$ cat config.mk
export PLATFORM = sky130hd
export DESIGN_NAME = rst_seq
export DESIGN_NICKNAME = d
export VERILOG_FILES = /design/src/source/rst_seq.sv
export VERILOG_INCLUDE_DIRS = /design/src /design/src/source
export SDC_FILE = /design/constraint.sdc
export NUM_CORES = 1
export LEC_CHECK = 0
export BUFFER_PORTS_ARGS = -buffer_cell sky130_fd_sc_hd__buf_2
export CAP_MARGIN = 0
export CORE_AREA = 2 2 39 41
export DETAILED_ROUTE_END_ITERATION = 7
export DIE_AREA = 0 0 41 43
export MAX_ROUTING_LAYER = met4
export PLACE_DENSITY = 0.33
export SLEW_MARGIN = 10
export SYNTH_ARGS = -nofsm -noshare
export SYNTH_HDL_FRONTEND = slang
export SYNTH_SLANG_ARGS = --single-unit
export TNS_END_PERCENT = 1
$ cat constraint.sdc
create_clock -name clk100mhz -period 1.8 [get_ports clk100mhz]
set_input_delay 0.09 -clock clk100mhz [delete_from_list [all_inputs] [get_ports clk100mhz]]
set_output_delay 0.09 -clock clk100mhz [all_outputs]
set_load 0.02 [all_outputs]
$ cat src/source/soc_params.svh
/* SoC build parameters
   Bus width, device count and size, and the fabric reset stretch. */
`ifndef SOC_PARAMS_SVH
`define SOC_PARAMS_SVH

// Width of a bus word in bits.
`define SOC_ARCHBITSZ 32

// Number of identical scratch-memory devices on the bus.
`define SOC_DEVCOUNT 4

// Words in each device window. This must be a power of two.
`define SOC_DEVWORDS 64

// Cycles that the fabric stays in reset after the external reset ends.
`define SOC_RSTCYCLES 16

`endif
$ cat src/source/rst_seq.sv
/* Reset sequencer
   Holds the fabric in reset for a fixed number of cycles after rst ends. */
`timescale 1ns/1ps

`include "soc_params.svh"

module rst_seq (
	 input  logic clk100mhz
	,input  logic rst
	,output logic fab_rst_o
);

	localparam int CNTW = $clog2(`SOC_RSTCYCLES + 1);

	logic [CNTW-1:0] rst_cntr;

	// The counter reloads while the external reset is held and runs down
	// to zero once it is released.
	always_ff @(posedge clk100mhz) begin
		if (rst) begin
			rst_cntr <= CNTW'(`SOC_RSTCYCLES);
		end else if (rst_cntr != '0) begin
			rst_cntr <= rst_cntr - 1'b1;
		end
	end

	assign fab_rst_o = rst || (rst_cntr != '0);

endmodule

==> parameters.txt <==
Parameter                              Value

Floorplanning
  Number of standard-cell rows in the floorplan    14
  Floorplan die area    1763 um^2
  IO Count    3
  Area of the core    1384 um^2
  Die H    43 um
  Effective utilization at floorplan    21.34%
  Die extent in x    41 um

Clock tree
  Clock transition time at the flip-flop clock pins of the worst setup and hold paths    0.05 ns
  Buffer type at the clock tree root    clkbuf_4
  Worst skew pair latency    0.24 ns
  Buffers inserted by post-CTS timing repair    0
  Count of clock tree sinks    5
  Post_cts resized    0
  # H-tree levels    1
  Quantity of hold-fixing buffers added after cts    0
  CTS tree    built
  Number of buffers created by CTS    3
  Bufs on Longest Clock Path    2

Logic synthesis
  Mean Syn Cell Area    10.94 um^2
  Top post-synthesis cells by area    dfxtp_1, ha_1, nor4b_4
  Yosys top cell area share    33.90%
  Number of library cell types mapped by synthesis    17
  Sequential fraction of the synthesis area    33.90%
  Cell area after synthesis    295.3 um^2
  Number of cells produced by synthesis    27
  Flops & latches, synth    5
  Cell type contributing the most total cell area after synthesis    dfxtp_1
  Number of nets in the synthesized netlist    31
  Synth warn    0

Worst setup path
  Type of the setup path with the least slack    flop to output pin
  R2r setup slk    0.35 ns
  Reg2reg end    rst_cntr[1]$_SDFFE_PP0P_
  Timing endpoint of the critical path    fab_rst_o
  Worst EP arrival    1.45 ns
  Endpoint required time on the critical path    1.71 ns
  Critical Path Sink Type    output pin
  Reg2reg start    rst_cntr[0]$_SDFFE_PP0P_
  Worst setup path start    rst_cntr[0]$_SDFFE_PP0P_
  Critical path startpoint category    flop
  Maximum fanout encountered on the critical timing path    5
  Number of cells traversed by the worst register-to-register path    4

Timing
  Clock Skew    0.0004133 ns
  Minimum clock period    1.542 ns
  Setup repair after global routing missed its margin    false
  Setup_tns    0 ns
  Slew of the pin with the lowest slew margin    0.3927 ns
  Final hold violations    0
  Max-slew headroom at the worst pin    73.71%
  Final number of max-transition violations    0
  Setup violators final    0
  Share of the clock period used by the worst path    85.69%
  Min Hold Slack    0.1389 ns
  Maximum achievable frequency    648.3 MHz

Detailed routing
  Iter 0 DRT Violations    4
  Count of antenna-violating nets left after detailed routing    0
  Via/cell ratio    4.375
  Routed wire length per instance    10.73 um
  Routed vias    210
  Total detailed-routing wirelength    515 um
  Detailed-routing iteration count for the pre-antenna-repair pass    4
  Remaining routing DRC violations    0

Global routing
  Wire length of the first global-routing pass    848 um
  Total routing usage reported by global routing    7.510%
  Via count of the first global-routing pass    207
  Global-route congestion overflow total    0
  Initial antenna violation count    0
  Pin count of the biggest net entering global routing    10

Outcome
  Outcome    complete, no violations

Min path
  Hold/Removal Path Class    input pin to flop

Placement
  Count of buffers from port buffering    2
  Gpl congestion    0.6631
  Placed instance count    44
  Area after detailed placement    314.1 um^2

Pwr
  Switching power    0.0002193 W
  P_int    0.0003944 W
  Proportion of total power due to net switching    35.73%
  Static leakage    0.1302 nW
  Sequential group share of total power    39.7%
  Clock share of power    21.5%
  Worst supply voltage drop on vdd    562.1 uV
  Comb pwr share    38.8%
  Ratio of total power to cell area    1803 nW/um^2

Final layout
  Largest register by flop count    rst_cntr
  Fin nets    37
  Most used cells in the layout excluding fill and tap cells    dfxtp_1, nor2_1, clkbuf_4
  Max reg flops    5
  Fraction of layout cells with a size suffix above 1    31.25%
  Most frequent standard cell in the layout excluding fill and tap cells    dfxtp_1
  Fillers    148
  Final antenna diode count    0
  Registers with the highest flip-flop counts    rst_cntr: 5 flops
  Area delta synth->final    15.25%
  Count of placed standard cells in the final layout, fillers left out    48
  Total non-filler cell area in the finished layout    340.3 um^2

Job
  Max-Cap Viols    0
==> critical path, stage by stage (launching register included) <==
cell,delay [ns]
dfxtp_1,0.34
inv_1,0.09
ha_1,0.17
nor4b_4,0.36
nand2b_1,0.09
buf_2,0.17
==> per-layer routing <==
metal  vias to the layer above  track usage [%]  share of wire, %
met3                         0            1.571               4.1
li1                        107                -                 -
met5                         -                -                 0
met2                         6            9.688                50
met4                         0            6.000                 0
met1                        97            9.646                45
==> per-stage QoR <==
stage	worst slack, ns	utilization, %	total power (W)
after floorplan	0.4870	-	0.0004343
after global placement	0.3886	22.69	0.0004755
after detailed placement	0.3384	22.69	0.0004807
after CTS	0.2285	24.59	0.0006237
after global routing	0.1651	24.59	0.0006642
final	0.2576	24.59	0.0006137
==> power by group through the flow <==
| stage | clock [W] | sequential, W | combinational, W |
|---|---|---|---|
| 2_1_floorplan | 0 | 0.000224 | 0.000210 |
| 3_3_place_gp | 0 | 0.000241 | 0.000235 |
| 3_5_place_dp | 0 | 0.000242 | 0.000239 |
| 4_1_cts | 0.000139 | 0.000243 | 0.000241 |
| 5_1_grt | 0.000147 | 0.000253 | 0.000264 |
| 6_report | 0.000132 | 0.000244 | 0.000238 |
==> Yosys cell counts <==
library cell / instances
ha_1: 2
o31ai_1: 1
xnor2_1: 1
nor3_1: 1
inv_1: 2
nand4bb_1: 1
dfxtp_1: 5
buf_6: 1
or4b_1: 1
nor2_1: 3
mux2_2: 2
nor2b_1: 2
a211oi_2: 1
a2bb2oi_1: 1
nand2b_1: 1
or4_4: 1
nor4b_4: 1
==> logic make-up (layout without fill, tap and decap cells) <==
group | Yosys count | after routing | share of synthesized area (%)
simple gates | 11 | 11 | 30.93
compound gates | 3 | 3 | 9.747
fa+ha+maj | 2 | 2 | 8.473
mux | 2 | 2 | 7.627
xor+xnor | 1 | 1 | 2.967
buf+inv | 3 | 8 | 6.357
flops | 5 | 5 | 33.90
==> worst min path at each step <==
stage	from	end	slack, ns	cells past startpoint
3_5_place_dp	rst	rst_cntr[3]$_SDFFE_PP0P_	0.39	2
6_report	rst	rst_cntr[3]$_SDFFE_PP0P_	0.14	2
4_1_cts	rst	rst_cntr[3]$_SDFFE_PP0P_	0.13	2
5_1_grt	rst	rst_cntr[3]$_SDFFE_PP0P_	0.14	2
3_3_place_gp	rst	rst_cntr[3]$_SDFFE_PP0P_	0.39	2
2_1_floorplan	rst	rst_cntr[3]$_SDFFE_PP0P_	0.28	2
==> cell type report <==
type                            count  area, um^2  area share (%)
Multi-Input combinational cell     19       176.4           51.84
Sequential cell                     5       100.1           29.41
Clock buffer                        4       26.28           7.721
Tap cell                           16       20.02           5.882
Timing Repair Buffer                2       10.01           2.941
Inverter                            2       7.507           2.206
(Power assumes the default switching activity.)
