## src/source/soc_params.svh

```systemverilog
/* SoC build parameters
   Bus width, device count and size, and the fabric reset stretch. */
`ifndef SOC_PARAMS_SVH
`define SOC_PARAMS_SVH

// Width of a bus word in bits.
`define SOC_ARCHBITSZ 32

// Number of identical scratch-memory devices on the bus.
`define SOC_DEVCOUNT 4

// Words in each device window. This must be a power of two.
`define SOC_DEVWORDS 64

// Cycles that the fabric stays in reset after the external reset ends.
`define SOC_RSTCYCLES 16

`endif
```

## src/source/soc_map_pkg.sv

```systemverilog
/* Memory-map package
   Target index, in-device word offset and the device state machine. */
`include "soc_params.svh"

package soc_map_pkg;

	// Target of a request. Values below the device count name a device;
	// the value equal to the device count names the invalid region.
	typedef logic [$clog2(`SOC_DEVCOUNT+1)-1:0] dev_idx_t;

	// Word offset inside one device window.
	typedef logic [$clog2(`SOC_DEVWORDS)-1:0] dev_off_t;

	// A device is idle and ready, or it is committing the write half
	// of a read-and-swap and holds its ready low.
	typedef enum logic [0:0] {
		DEV_IDLE,
		DEV_SWAP
	} dev_state_t;

endpackage

```

## src/source/pi1_pkg.sv

```systemverilog
/* PI1 bus package
   Word, address, select and opcode types with the opcode encodings. */
`include "soc_params.svh"

package pi1_pkg;

	// One bus word.
	typedef logic [`SOC_ARCHBITSZ-1:0] pi1_data_t;

	// Word address. The byte bits below a word are not carried on the bus.
	typedef logic [`SOC_ARCHBITSZ-$clog2(`SOC_ARCHBITSZ/8)-1:0] pi1_addr_t;

	// One select bit per byte lane.
	typedef logic [`SOC_ARCHBITSZ/8-1:0] pi1_sel_t;

	typedef logic [1:0] pi1_op_t;

	// No request on the bus.
	localparam pi1_op_t PI1_NOP  = 2'd0;

	// Read the old word and write the new one in the same request.
	localparam pi1_op_t PI1_RDWR = 2'd1;

	localparam pi1_op_t PI1_WROP = 2'd2;

	localparam pi1_op_t PI1_RDOP = 2'd3;

endpackage

```

## src/source/pi1_addr_decoder.sv

```systemverilog
/* PI1 address decoder
   Splits the word address into target and offset, and steers op and ready. */
`timescale 1ns/1ps

`include "soc_params.svh"

module pi1_addr_decoder
	import pi1_pkg::*, soc_map_pkg::*;
(
	 input  pi1_op_t                       pi1_op_i
	,input  pi1_addr_t                     pi1_addr_i
	,output logic                          pi1_rdy_o

	,output pi1_op_t [`SOC_DEVCOUNT-1:0]   dev_op_o
	,output dev_off_t                      dev_off_o
	,input  logic [`SOC_DEVCOUNT-1:0]      dev_rdy_i

	,output logic                          acc_o
	,output dev_idx_t                      acc_idx_o
);

	localparam int OFFW = $bits(dev_off_t);
	localparam int SELW = $clog2(`SOC_DEVCOUNT);
	localparam dev_idx_t INVALID_IDX = dev_idx_t'(`SOC_DEVCOUNT);

	logic     in_map_w;
	dev_idx_t idx_w;
	logic     is_read_w;

	// Everything from the end of the last device window upwards belongs
	// to the invalid region.
	assign in_map_w = (pi1_addr_i < pi1_addr_t'(`SOC_DEVCOUNT * `SOC_DEVWORDS));

	assign idx_w = in_map_w ? dev_idx_t'(pi1_addr_i >> OFFW) : INVALID_IDX;

	assign dev_off_o = pi1_addr_i[OFFW-1:0];

	// Only the addressed device sees the op. All others get a NOP.
	always_comb begin
		for (int d = 0; d < `SOC_DEVCOUNT; d++) begin
			if (idx_w == dev_idx_t'(d)) begin
				dev_op_o[d] = pi1_op_i;
			end else begin
				dev_op_o[d] = PI1_NOP;
			end
		end
	end

	// The invalid region never stalls.
	assign pi1_rdy_o = in_map_w ? dev_rdy_i[idx_w[SELW-1:0]] : 1'b1;

	assign is_read_w = (pi1_op_i == PI1_RDOP) || (pi1_op_i == PI1_RDWR);

	// A read-type request is accepted on this edge, so the mux must return
	// this target's data in the next cycle.
	assign acc_o     = pi1_rdy_o && is_read_w;
	assign acc_idx_o = idx_w;

endmodule

```

## config.mk

```make
export PLATFORM = sky130hd
export DESIGN_NAME = pi1_addr_decoder
export DESIGN_NICKNAME = d
export VERILOG_FILES = /design/src/source/soc_map_pkg.sv /design/src/source/pi1_pkg.sv /design/src/source/pi1_addr_decoder.sv
export VERILOG_INCLUDE_DIRS = /design/src /design/src/source
export SDC_FILE = /design/constraint.sdc
export NUM_CORES = 1
export LEC_CHECK = 0
export ABC_AREA = 1
export BUFFER_PORTS_ARGS = -buffer_cell sky130_fd_sc_hd__buf_2
export CAP_MARGIN = 10
export CORE_AREA = 2 2 39 41
export DETAILED_ROUTE_END_ITERATION = 6
export DIE_AREA = 0 0 41 43
export GPL_TIMING_DRIVEN = 0
export PLACE_DENSITY_LB_ADDON = 0.12
export SYNTH_ARGS = -nofsm -noshare
export SYNTH_HDL_FRONTEND = slang
export SYNTH_SLANG_ARGS = --single-unit
export TNS_END_PERCENT = 30
```

## constraint.sdc

```tcl
create_clock -name vclk -period 1.3
set_input_delay 0.065 -clock vclk [all_inputs]
set_output_delay 0.065 -clock vclk [all_outputs]
set_load 0.05 [all_outputs]
```

==> metrics.sh <==
DRIVE_GT1_FRAC=0.667
SYNTH.LIB_CELLS_USED.DISTINCT=11
DIE_X_MICRONS=41
POST_CTS_HOLD_BUFFER_COUNT=0
DP.FINAL_HPWL_MICRONS=999
WORST_HOLD_PATH_TYPE='input pin to output pin'
YS_TOP_CELLS_BY_AREA='nor2_1 (34%), nand2_1 (16%), buf_4 (14%), nand4_1 (9.5%), inv_1 (8.0%)'
SLEW-LIMIT-HEADROOM=0.783
WORSTPATHREQUIRED_NS=1.24
CAP_VIOLATIONS=0
FILL_CELLS=141
YS.WARNINGS.COUNT=0
OVERFLOW=0
DRTITER0DRC=5
GRT_PASS1_VIAS=462
LARGEST_NET_DEGREE_AT_THE_START_OF_GLOBAL_ROUTING=6
CORE-AREA_SQ_MM=0.00138
SETUP_VIOLATIONS=1
SETUP.WORST_PATH.END_CLASS='output pin'
SYNTH_LARGEST_TYPE_AREA_FRACTION=0.342
VIAS=605
PLACEMENT_ROWS=14
POSTSYNTHNETCOUNT=108
SYNTH_MOST_COMMON_CELL='nor2_1'
DIE_HEIGHT_MICRONS=43
NETLIST_TOP_CELLS_COUNT='nor2_1 (30), nand2_1 (14), inv_1 (7)'
SYN-CELL-AREA_SQ_UM=329
GLOBALROUTETOTALUTIL=0.117
WORST_SLEW_PIN_SLEW_NS=0.325
RSZ0062_AT_GRT='true'
PLACED_CELL_AREA_SQ_UM=672
DRTANTENNAVIOLNETS=0
CLOCKBUFFERCOUNT=0
TOTALWIRELENGTH_MM=1.22
IOS=55
VDD_IR_DROP_MAX_mV=0.106
AREA_GROWTH_FROM_SYNTHESIS_TO_LAYOUT_PCT=147
GRT_PASS1_WL_MM=1.58
TOTAL_LEAKAGE_POWER_nW=0.415
CRIT_TYPE='input pin to output pin'
POST-ROUTE-PERIOD-UTIL=1.01
FINAL-MAX-SLEW-VIOLATION-COUNT=0
FIN_NETS=161
FINAL-SEQ-AREA_SQ_UM=0
GP_WEIGHTED_CONGESTION=0.732
OUTCOME='finished with violations'
SYNTH.AVG_CELL_AREA_SQ_UM=4.57
FAILED_CHECKS='setup timing'
DETAIL_ROUTE.VIAS_PER_CELL=4.35
PERIOD_NEEDED_NS=1.31
POST_SYNTHESIS_SEQUENTIAL_AREA_RATIO=0
HOLD_VIOL_FINAL=0
SETUP_TOTAL_NEGATIVE_SLACK_NS=-0.00801
INITIAL_UTILIZATION=0.238
ANTENNA-DIODE-COUNT=0
TIMING.HOLD.WORST_PATH_DEPTH=2
CP_MAX_FO=3
ANTENNA_FOUND_INITIAL=0
SYNTHDOMINANTAREACELLTYPE='nor2_1'
SETUP_WS_NS=-0.00801
PORT_BUFFERS=49
SEQ_CELLS=0
FMAX_GHz=0.765
WORST-ENDPOINT-ARRIVAL_NS=1.24
CELLPOWERDENSITY_mW_PER_MM2=211
DIE_AREA_SQ_MM=0.00176
POST_SYNTH_INST_COUNT=72
ROUTE.DETAILED.DRC=0
AVGROUTEDWIREPERCELL_MICRONS=8.74
DESIGN_AREA_SQ_UM=813
FIRSTDRTPASSITERS=4
TIMING.CRITICAL_PATH.FROM_TYPE='input pin'
[placed cells by master, fill, tap and decap left out, types with 2 or more instances in the layout]
cell	n
buf_6	7
nand2_1	11
inv_4	2
nor2_4	9
buf_2	39
buf_8	3
nand2_4	3
nor2_2	8
nand3_1	2
inv_1	6
nor2_1	17
nand4_1	5
buf_4	8
[power by group]
group / switching, mW / leakage, nW / internal, mW
Combinational: 0.101 / 0.415 / 0.0710
Clock: 0 / 0 / 0
Sequential: 0 / 0 / 0
Total: 0.101 / 0.415 / 0.0710
[area by class of cell]
type	count	area, sq um	share of cell area
inverters	8	35.0	0.0431
well taps	16	20.0	0.0246
repair buffers	51	334	0.411
plain buffers	6	45.0	0.0554
multi-input cells	58	379	0.466
[critical path, stage by stage]
cell     delay, ns
buf_6         0.09
or2_4         0.24
nor2_4        0.14
nand4_1       0.14
buf_4         0.17
inv_4         0.07
nand2_4       0.06
nor2_4        0.10
buf_8         0.15
[final timing paths]
path	slack, ns	start	endpoint
max	-0.008	pi1_addr_i[8]	dev_op_o[7]
min	0.43	pi1_addr_i[1]	dev_off_o[1]
[kinds of logic (layout without fill, tap and decap cells)]
logic type | after synthesis | after routing | share of synthesized area
AND/OR/NAND/NOR | 57 | 57 | 0.753
buffers and inverters | 14 | 65 | 0.228
AO/OA/AOI/OAI | 1 | 1 | 0.0190
[metrics by stage]
step	hold slack [ns]	power, mW	instances	setup WS [ns]	utilization
2_1_floorplan	0.297	0.0910	72	-0.0222	-
3_3_place_gp	0.432	0.154	137	-0.0974	0.486
3_5_place_dp	0.432	0.156	137	-0.107	0.486
4_1_cts	0.433	0.165	137	-0.0273	0.521
5_1_grt	0.434	0.186	139	-0.0640	0.588
6_report	0.432	0.172	139	-0.00801	0.588
[what timing repair did]
item	4_1_cts	5_1_grt
endpoints found under the setup margin	8	10
pin swaps	10	13
buffers inserted	0	2
resized for setup	15	20
[per-layer routing]
metal  GRT usage  routed length, microns  share of wire
met1       0.161                     483           0.40
met4           0                       0              0
met2       0.206                     596           0.49
met3           0                     134           0.11
met5           0                       0              0
No activity file was read; power rests on OpenSTA's default activity.
