==> src/source/soc_params.svh <==
/* SoC build parameters
   Bus width, device count and size, and the fabric reset stretch. */
`ifndef SOC_PARAMS_SVH
`define SOC_PARAMS_SVH

// Width of a bus word in bits.
`define SOC_ARCHBITSZ 32

// Number of identical scratch-memory devices on the bus.
`define SOC_DEVCOUNT 4

// Words in each device window. This must be a power of two.
`define SOC_DEVWORDS 64

// Cycles that the fabric stays in reset after the external reset ends.
`define SOC_RSTCYCLES 16

`endif
==> src/source/soc_map_pkg.sv <==
/* Memory-map package
   Target index, in-device word offset and the device state machine. */
`include "soc_params.svh"

package soc_map_pkg;

	// Target of a request. Values below the device count name a device;
	// the value equal to the device count names the invalid region.
	typedef logic [$clog2(`SOC_DEVCOUNT+1)-1:0] dev_idx_t;

	// Word offset inside one device window.
	typedef logic [$clog2(`SOC_DEVWORDS)-1:0] dev_off_t;

	// A device is idle and ready, or it is committing the write half
	// of a read-and-swap and holds its ready low.
	typedef enum logic [0:0] {
		DEV_IDLE,
		DEV_SWAP
	} dev_state_t;

endpackage

==> src/source/pi1_pkg.sv <==
/* PI1 bus package
   Word, address, select and opcode types with the opcode encodings. */
`include "soc_params.svh"

package pi1_pkg;

	// One bus word.
	typedef logic [`SOC_ARCHBITSZ-1:0] pi1_data_t;

	// Word address. The byte bits below a word are not carried on the bus.
	typedef logic [`SOC_ARCHBITSZ-$clog2(`SOC_ARCHBITSZ/8)-1:0] pi1_addr_t;

	// One select bit per byte lane.
	typedef logic [`SOC_ARCHBITSZ/8-1:0] pi1_sel_t;

	typedef logic [1:0] pi1_op_t;

	// No request on the bus.
	localparam pi1_op_t PI1_NOP  = 2'd0;

	// Read the old word and write the new one in the same request.
	localparam pi1_op_t PI1_RDWR = 2'd1;

	localparam pi1_op_t PI1_WROP = 2'd2;

	localparam pi1_op_t PI1_RDOP = 2'd3;

endpackage

==> src/source/pi1_resp_mux.sv <==
/* PI1 response multiplexer
   Returns the read data of the target that accepted the previous request. */
`timescale 1ns/1ps

`include "soc_params.svh"

module pi1_resp_mux
	import pi1_pkg::*, soc_map_pkg::*;
(
	 input  logic                          clk100mhz
	,input  logic                          rst_i

	,input  logic                          acc_i
	,input  dev_idx_t                      acc_idx_i

	,input  pi1_data_t [`SOC_DEVCOUNT-1:0] dev_rdata_i
	,output pi1_data_t                     pi1_data_o
);

	localparam int SELW = $clog2(`SOC_DEVCOUNT);

	logic     acc_q;
	dev_idx_t idx_q;

	// The devices register their read word on the accepting edge, so the
	// index is registered alongside it.
	always_ff @(posedge clk100mhz) begin
		if (rst_i) begin
			acc_q <= 1'b0;
			idx_q <= '0;
		end else begin
			acc_q <= acc_i;
			idx_q <= acc_idx_i;
		end
	end

	// Zero for the invalid region and in cycles with no read response.
	always_comb begin
		pi1_data_o = '0;
		if (acc_q && (idx_q < dev_idx_t'(`SOC_DEVCOUNT))) begin
			pi1_data_o = dev_rdata_i[idx_q[SELW-1:0]];
		end
	end

endmodule

==> config.mk <==
export PLATFORM = sky130hd
export DESIGN_NAME = pi1_resp_mux
export DESIGN_NICKNAME = d
export VERILOG_FILES = /design/src/source/soc_map_pkg.sv /design/src/source/pi1_pkg.sv /design/src/source/pi1_resp_mux.sv
export VERILOG_INCLUDE_DIRS = /design/src /design/src/source
export SDC_FILE = /design/constraint.sdc
export NUM_CORES = 1
export LEC_CHECK = 0
export ABC_AREA = 1
export BUFFER_PORTS_ARGS = -buffer_cell sky130_fd_sc_hd__clkbuf_2
export CAP_MARGIN = 5
export CELL_PAD_IN_SITES_DETAIL_PLACEMENT = 1
export CELL_PAD_IN_SITES_GLOBAL_PLACEMENT = 2
export CORE_MARGIN = 2
export CORE_UTILIZATION = 17
export CTS_BUF_LIST = sky130_fd_sc_hd__clkbuf_4
export CTS_CLUSTER_DIAMETER = 60
export DETAILED_ROUTE_END_ITERATION = 6
export GPL_ROUTABILITY_DRIVEN = 0
export GPL_TIMING_DRIVEN = 1
export HOLD_SLACK_MARGIN = 0.15
export PLACE_DENSITY = 0.79
export SLEW_MARGIN = 25
export SYNTH_ARGS = -nofsm -noshare
export SYNTH_HDL_FRONTEND = slang
export SYNTH_SLANG_ARGS = --single-unit
==> constraint.sdc <==
create_clock -name clk100mhz -period 1.2 [get_ports clk100mhz]
set_input_delay 0.12 -clock clk100mhz [delete_from_list [all_inputs] [get_ports clk100mhz]]
set_output_delay 0.12 -clock clk100mhz [all_outputs]
set_load 0.005 [all_outputs]
==> results.env, run 1 <==
RUN_STATUS='complete, but fails checks'
VIOLATED_CHECKS='negative setup slack'
SLEW_AT_THE_PIN_CLOSEST_TO_ITS_MAX_SLEW_LIMIT_NS=0.2677
VDD_DROP_MAX_uV=229.9
FINALCRITPERIODSHARE_PCT=117.8
INITIAL_UTILIZATION_PCT=17.25
DRT_DRC_VIOLATIONS_LEFT=0
PATH_TYPE_OF_THE_WORST_MIN_DELAY_PATH='input pin to primary output'
AREA_GROWTH_SYN_TO_LAYOUT_PCT=58.04
HIGHEST_CLOCK_FREQUENCY_THE_DESIGN_CAN_MEET_MHz=707.2
TNS_NS=-6.053
TOP_AREA_CELLS_IN_THE_SYNTHESIZED_NETLIST='sky130_fd_sc_hd__inv_1 24%, sky130_fd_sc_hd__nand2_1 20%, sky130_fd_sc_hd__nand3_2 14%'
HTREE_NUM_LEVELS=1
YS_WARN_COUNT=0
SETUP_VIOL=32
ROUTE.TOP_LAYER_USED='met4'
CORE_AREA_UM2=11860
GRT_PASS1_VIAS=2970
N_ANTENNA_CELL=0
CTS-BUFFERS-INSERTED=3
CTS_MAX_PATH_BUFFERS=2
SYNTH_SEQUENTIAL_AREA_RATIO_PCT=3.914
WORST-PATH-MAX-FANOUT=33
CLK_TRANSITION_REPORTED_PATHS_NS=0.04
TOTAL_OVERFLOW_REPORTED_BY_THE_GLOBAL_ROUTER=0
SYNTH_TOP_AREA_CELL='sky130_fd_sc_hd__inv_1'
SYN_AREA_UM2=2046
MAXCAPVIOLATIONS=0
SYNTH_NETS=525
GRT.TOTAL_USAGE_PCT=12.49
MIN_PERIOD_NS=1.414
FINAL-HOLD-VIOLATION-COUNT=0
DIE_W_UM=113.7
CTS.SINK_COUNT=4
MOSTFREQUENTLAYOUTCELLS='161 x sky130_fd_sc_hd__clkbuf_2, 133 x sky130_fd_sc_hd__inv_1, 105 x sky130_fd_sc_hd__nand2_1, 35 x sky130_fd_sc_hd__nand3_1, 30 x sky130_fd_sc_hd__a21oi_2'
GRT_FIRST_PASS_WIRELENGTH_UM=13540
DRTITER0DRC=56
MET2_WIRELENGTH_UM=4132
DIE-AREA_UM2=12930
IO_BUFFERS=165
FINAL.SETUP.WORST_SLACK_NS=-0.2141
FINAL_CELL_COUNT_NO_FILL=704
POWER_DENSITY_nW_PER_UM2=388.5
SYN_AREA_PER_CELL_UM2=5.232
SYNTH_CELL_TYPE_COUNT=14
DRT-TOTAL-WL_UM=8327
CRIT_SLOWEST_CELL='sky130_fd_sc_hd__dfxtp_4'
WL_MET1_UM=3767
BUFFERS_AND_INVERTERS_ON_THE_WORST_PATH=2
PRE_CTS_WS_NS=-0.01937
ROOT_BUFFER_SELECTED_BY_CTS='sky130_fd_sc_hd__clkbuf_4'
CTS_TREE='built'
SYN_INST=391
FP.DIEH_UM=113.7
SLEW_VIOL_FINAL=0
FLOORPLAN.ROWS=40
WORST_SETUP_PATH_END_KIND='primary output'
CRITPATHREQUIREDTIME_NS=1.08
LAYOUT-DRIVE-GT1-SHARE_PCT=48.65
FINAL_NETS=693
DETAILEDPLACEMENTHPWL_UM=6786
AVGVIACOUNTPERCELL=3.982
WORSTSETUPSTARTPOINTTYPE='flip-flop'
WL_MET3_UM=412
CRIT_TYPE='flip-flop to primary output'
DETAILEDROUTE.FIRSTPASSITERATIONCOUNT=3
VIA_COUNT=2803
FILLERINSTANCES=1600
TOP_LEVEL_PORTS=166
WORST_PATH_LARGEST_CELL_DELAY_NS=0.39
LEAKAGE_uW=0.002175
POST_DRT_WL_PER_CELL_UM=11.83
SYNTH_TOP_AREA_SHARE_PCT=24.40
RELSLEWSLACK_PCT=82.15
RSZ_0062_RAISED_AFTER_GLOBAL_ROUTING='true'
ANTENNA_VIOLATIONS_BEFORE_REPAIR=0
PIN_COUNT_OF_THE_BIGGEST_NET_ENTERING_GLOBAL_ROUTING=34
WORST-ENDPOINT-ARRIVAL_NS=1.29
DETAIL-ROUTE-ANTENNA-NETS=0
CPLARGESTDELAYFAMILY='flip-flops'
WORSTPATHCELLLIST='buf_8 -> nand2_1 -> nand3_1 -> a21oi_2 -> clkbuf_2'
YS_FF_LATCH=4
LAYOUT.CELLS.MOST_COMMON='sky130_fd_sc_hd__clkbuf_2'
DPL.CELL_COUNT=694
[cells in the mapped netlist (all sizes together)]
master  count
nand2     129
buf        23
dfxtp       4
nor2        4
inv       135
a21oi      32
nand3      64
[layout make-up]
cell class                 count  area (µm²)  share of cell area, %
multi-input combinational    229        1297                  40.13
sequential                     4       85.08                  2.632
inverter                     135       516.7                  15.98
clock buffer                   3       22.52                 0.6966
timing repair buffer         186        1127                  34.87
tap                          147       183.9                  5.689
[power by group]
group	total [µW]	leakage (µW)	switching, µW	internal [µW]
Sequential	150	0.0000342	9.34	141
Clock	172	0.0000138	59.7	112
Combinational	934	0.00213	485	450
Total	1260	0.00218	554	702
[path summary, 6_finish.rpt]
path,start,endpoint,slack (ns),depth (start not counted)
min,dev_rdata_i[26],pi1_data_o[26],0.62,6
max,idx_q[0],pi1_data_o[11],-0.21,5
[registers in the layout (all words and copies together) (netlist names)]
| name | cells |
|---|---|
| idx_q | 3 |
| acc_q | 1 |
[stage by stage]
| step | total power (µW) | util [%] | instance area, µm² | hold slack (ns) |
|---|---|---|---|---|
| floorplan | 658.6 | - | 2046 | 0.1912 |
| global placement | 1047 | 25.99 | 3083 | 0.3306 |
| detailed placement | 1061 | 25.99 | 3083 | 0.3278 |
| CTS | 1274 | 26.96 | 3198 | 0.6179 |
| global route | 1397 | 27.26 | 3233 | 0.6402 |
| finish | 1256 | 27.26 | 3233 | 0.6243 |
[per-layer routing]
| metal | global-route usage, % | up-vias |
|---|---|---|
| met5 | 0 | - |
| met4 | 1.220 | 0 |
| met3 | 1.328 | 2 |
| met2 | 23.19 | 92 |
| met1 | 16.12 | 1262 |
| li1 | - | 1447 |
[repair_timing]
action                                  4_1_cts  5_1_grt
gates resized for setup                      14        7
pin swaps                                     1        2
gates cloned                                  1        1
hold endpoints to repair                      4        0
hold buffers                                  5        0
buffers inserted                              2        0
endpoints found under the setup margin       32       32
[kinds of logic after synthesis]
logic type	after synthesis	share of synthesized area, %
AO/OA/AOI/OAI	32	12.97
buffers and inverters	158	33.76
flip-flops	4	3.915
AND/OR/NAND/NOR	197	49.36
(Power assumes the default switching activity.)
==> inputs of run 2 (changes only) <==
--- a/config.mk
+++ b/config.mk
@@ -7,15 +7,15 @@
 export NUM_CORES = 1
 export LEC_CHECK = 0
 export ABC_AREA = 1
-export BUFFER_PORTS_ARGS = -buffer_cell sky130_fd_sc_hd__clkbuf_2
 export CAP_MARGIN = 5
 export CELL_PAD_IN_SITES_DETAIL_PLACEMENT = 1
 export CELL_PAD_IN_SITES_GLOBAL_PLACEMENT = 2
 export CORE_MARGIN = 2
-export CORE_UTILIZATION = 17
+export CORE_UTILIZATION = 28
 export CTS_BUF_LIST = sky130_fd_sc_hd__clkbuf_4
 export CTS_CLUSTER_DIAMETER = 60
 export DETAILED_ROUTE_END_ITERATION = 6
+export DONT_BUFFER_PORTS = 1
 export GPL_ROUTABILITY_DRIVEN = 0
 export GPL_TIMING_DRIVEN = 1
 export HOLD_SLACK_MARGIN = 0.15
==> run 2 against run 1 <==
  * The flow still finishes with violations (negative setup slack)
  * Combinational power down 27%
  * Design area down 25%
  * Die area down 38%
  * First-iteration DRC count down 52%
  * Power down 21%
  * Critical path type unchanged
==> results.env, run 2 (same netlist as run 1, synthesis figures left out) <==
RUN_STATUS='complete, but fails checks'
VIOLATED_CHECKS='negative setup slack'
WORST_PATH_LARGEST_CELL_DELAY_NS=0.38
FINALCRITPERIODSHARE_PCT=107.4
CTS_MAX_PATH_BUFFERS=2
HTREE_NUM_LEVELS=1
TOP_LEVEL_PORTS=166
VDD_DROP_MAX_uV=508.2
DRT_DRC_VIOLATIONS_LEFT=0
VIA_COUNT=2228
GRT_PASS1_VIAS=2053
INITIAL_UTILIZATION_PCT=28.51
N_ANTENNA_CELL=0
ROOT_BUFFER_SELECTED_BY_CTS='sky130_fd_sc_hd__clkbuf_4'
LARGEST_REGISTER_FFS=3
MOSTFREQUENTLAYOUTCELLS='133 x sky130_fd_sc_hd__inv_1, 98 x sky130_fd_sc_hd__nand2_1, 43 x sky130_fd_sc_hd__nand3_2, 31 x sky130_fd_sc_hd__nand2_2, 31 x sky130_fd_sc_hd__a21oi_2'
FIN_HOLD_WS_NS=0.4307
CLK_TRANSITION_REPORTED_PATHS_NS=0.03
FINAL_DESIGN_AREA_NO_FILL_UM2=2410
FINAL.SETUP.WORST_SLACK_NS=-0.08857
FILLERINSTANCES=993
DETAILEDROUTE.FIRSTPASSITERATIONCOUNT=3
FINAL-HOLD-VIOLATION-COUNT=0
CPLARGESTDELAYFAMILY='flip-flops'
TOTAL_OVERFLOW_REPORTED_BY_THE_GLOBAL_ROUTER=0
FINAL_NETS=525
WORST-PATH-MAX-FANOUT=17
PIN_COUNT_OF_THE_BIGGEST_NET_ENTERING_GLOBAL_ROUTING=35
IO_BUFFERS=0
LAYOUT.AREA.SEQ_UM2=85.08
RELSLEWSLACK_PCT=84.04
FINAL_CELL_COUNT_NO_FILL=488
AVGVIACOUNTPERCELL=4.566
RSZ_0062_RAISED_AFTER_GLOBAL_ROUTING='true'
MULTI_INPUT_COMB_AREA_UM2=1400
PATH_TYPE_OF_THE_WORST_MIN_DELAY_PATH='input pin to primary output'
GRT_FIRST_PASS_WIRELENGTH_UM=8838
POWER_DENSITY_nW_PER_UM2=412.2
CTS.SINK_COUNT=4
CRIT_SLOWEST_CELL='sky130_fd_sc_hd__dfxtp_4'
CORE_AREA_UM2=7176
DPL_CELL_AREA_UM2=2137
DRT-TOTAL-WL_UM=6315
CTS-BUFFERS-INSERTED=3
CTS_TREE='built'
TNS_NS=-1.988
LEAKAGE_uW=0.001473
DPL.CELL_COUNT=478
LAYOUT-DRIVE-GT1-SHARE_PCT=32.39
DIE_W_UM=89.48
WORST_SETUP_PATH_END_KIND='primary output'
DRTITER0DRC=27
AREA_GROWTH_SYN_TO_LAYOUT_PCT=17.80
CTS_SETUP_BUFFERS=0
SLEW_AT_THE_PIN_CLOSEST_TO_ITS_MAX_SLEW_LIMIT_NS=0.2394
POSTLAYOUTCOREUTIL_PCT=33.58
DIE-AREA_UM2=8006
BUFFERS_AND_INVERTERS_ON_THE_WORST_PATH=2
CRITPATHREQUIREDTIME_NS=1.08
ANTENNA_VIOLATIONS_BEFORE_REPAIR=0
SETUP_VIOL=32
WORSTSETUPSTARTPOINTTYPE='flip-flop'
FP.DIEH_UM=89.48
DETAIL-ROUTE-ANTENNA-NETS=0
LARGESTREGISTERS='idx_q (3), acc_q (1)'
HIGHEST_CLOCK_FREQUENCY_THE_DESIGN_CAN_MEET_MHz=776.1
CRIT_TYPE='flip-flop to primary output'
MAXCAPVIOLATIONS=0
FLOORPLAN.ROWS=31
TOP_REGISTER='idx_q'
POST_DRT_WL_PER_CELL_UM=12.94
SLEW_VIOL_FINAL=0
LAYOUT.CELLS.MOST_COMMON='sky130_fd_sc_hd__inv_1'
DETAILEDPLACEMENTHPWL_UM=4848
WORST-ENDPOINT-ARRIVAL_NS=1.17
WORSTPATHCELLLIST='inv_6 -> clkbuf_16 -> nand2_1 -> nand3_2 -> a21oi_2'
GRT.TOTAL_USAGE_PCT=13.47
MIN_PERIOD_NS=1.289
==> run 2: area by class of cell <==
class / instances / area share [%]
multi-input cells: 229 / 58.10
inverters: 135 / 21.34
repair buffers: 18 / 10.96
well taps: 99 / 5.140
flip-flops and latches: 4 / 3.531
clock buffers: 3 / 0.9346
==> run 2: path summary, 6_finish.rpt <==
| check | startpoint | cells after the start | to |
|---|---|---|---|
| min | dev_rdata_i[65] | 4 | pi1_data_o[1] |
| max | idx_q[0] | 5 | pi1_data_o[20] |
==> run 2: through the flow <==
stage / total power, µW / setup WS [ns]
after floorplan: 658.6 / 0.2143
after global placement: 747.5 / 0.09848
after detailed placement: 761.1 / 0.07415
after CTS: 957.8 / -0.09555
after global routing: 1108 / -0.1576
final: 993.3 / -0.08857
==> run 2: per-layer routing <==
layer / up-vias / wire length [µm] / track usage (%)
met3: 2 / 429 / 3.693
li1: 1110 / - / -
met2: 99 / 3176 / 26.33
met5: - / 0 / 0
met1: 1017 / 2689 / 15.06
met4: 0 / 19 / 0.8141
==> run 2: power by group <==
part           switching [µW]  total (µW)  internal, µW
Combinational             412         684           272
Sequential               8.50         149           141
Clock                    49.1         161           111
Total                     469         993           524
==> run 2: timing repair <==
action	in CTS	in global routing
gates cloned	0	2
hold buffers	5	0
pin swaps	5	4
setup endpoints to repair	32	32
gates resized for setup	12	27
endpoints found under the hold margin	4	0
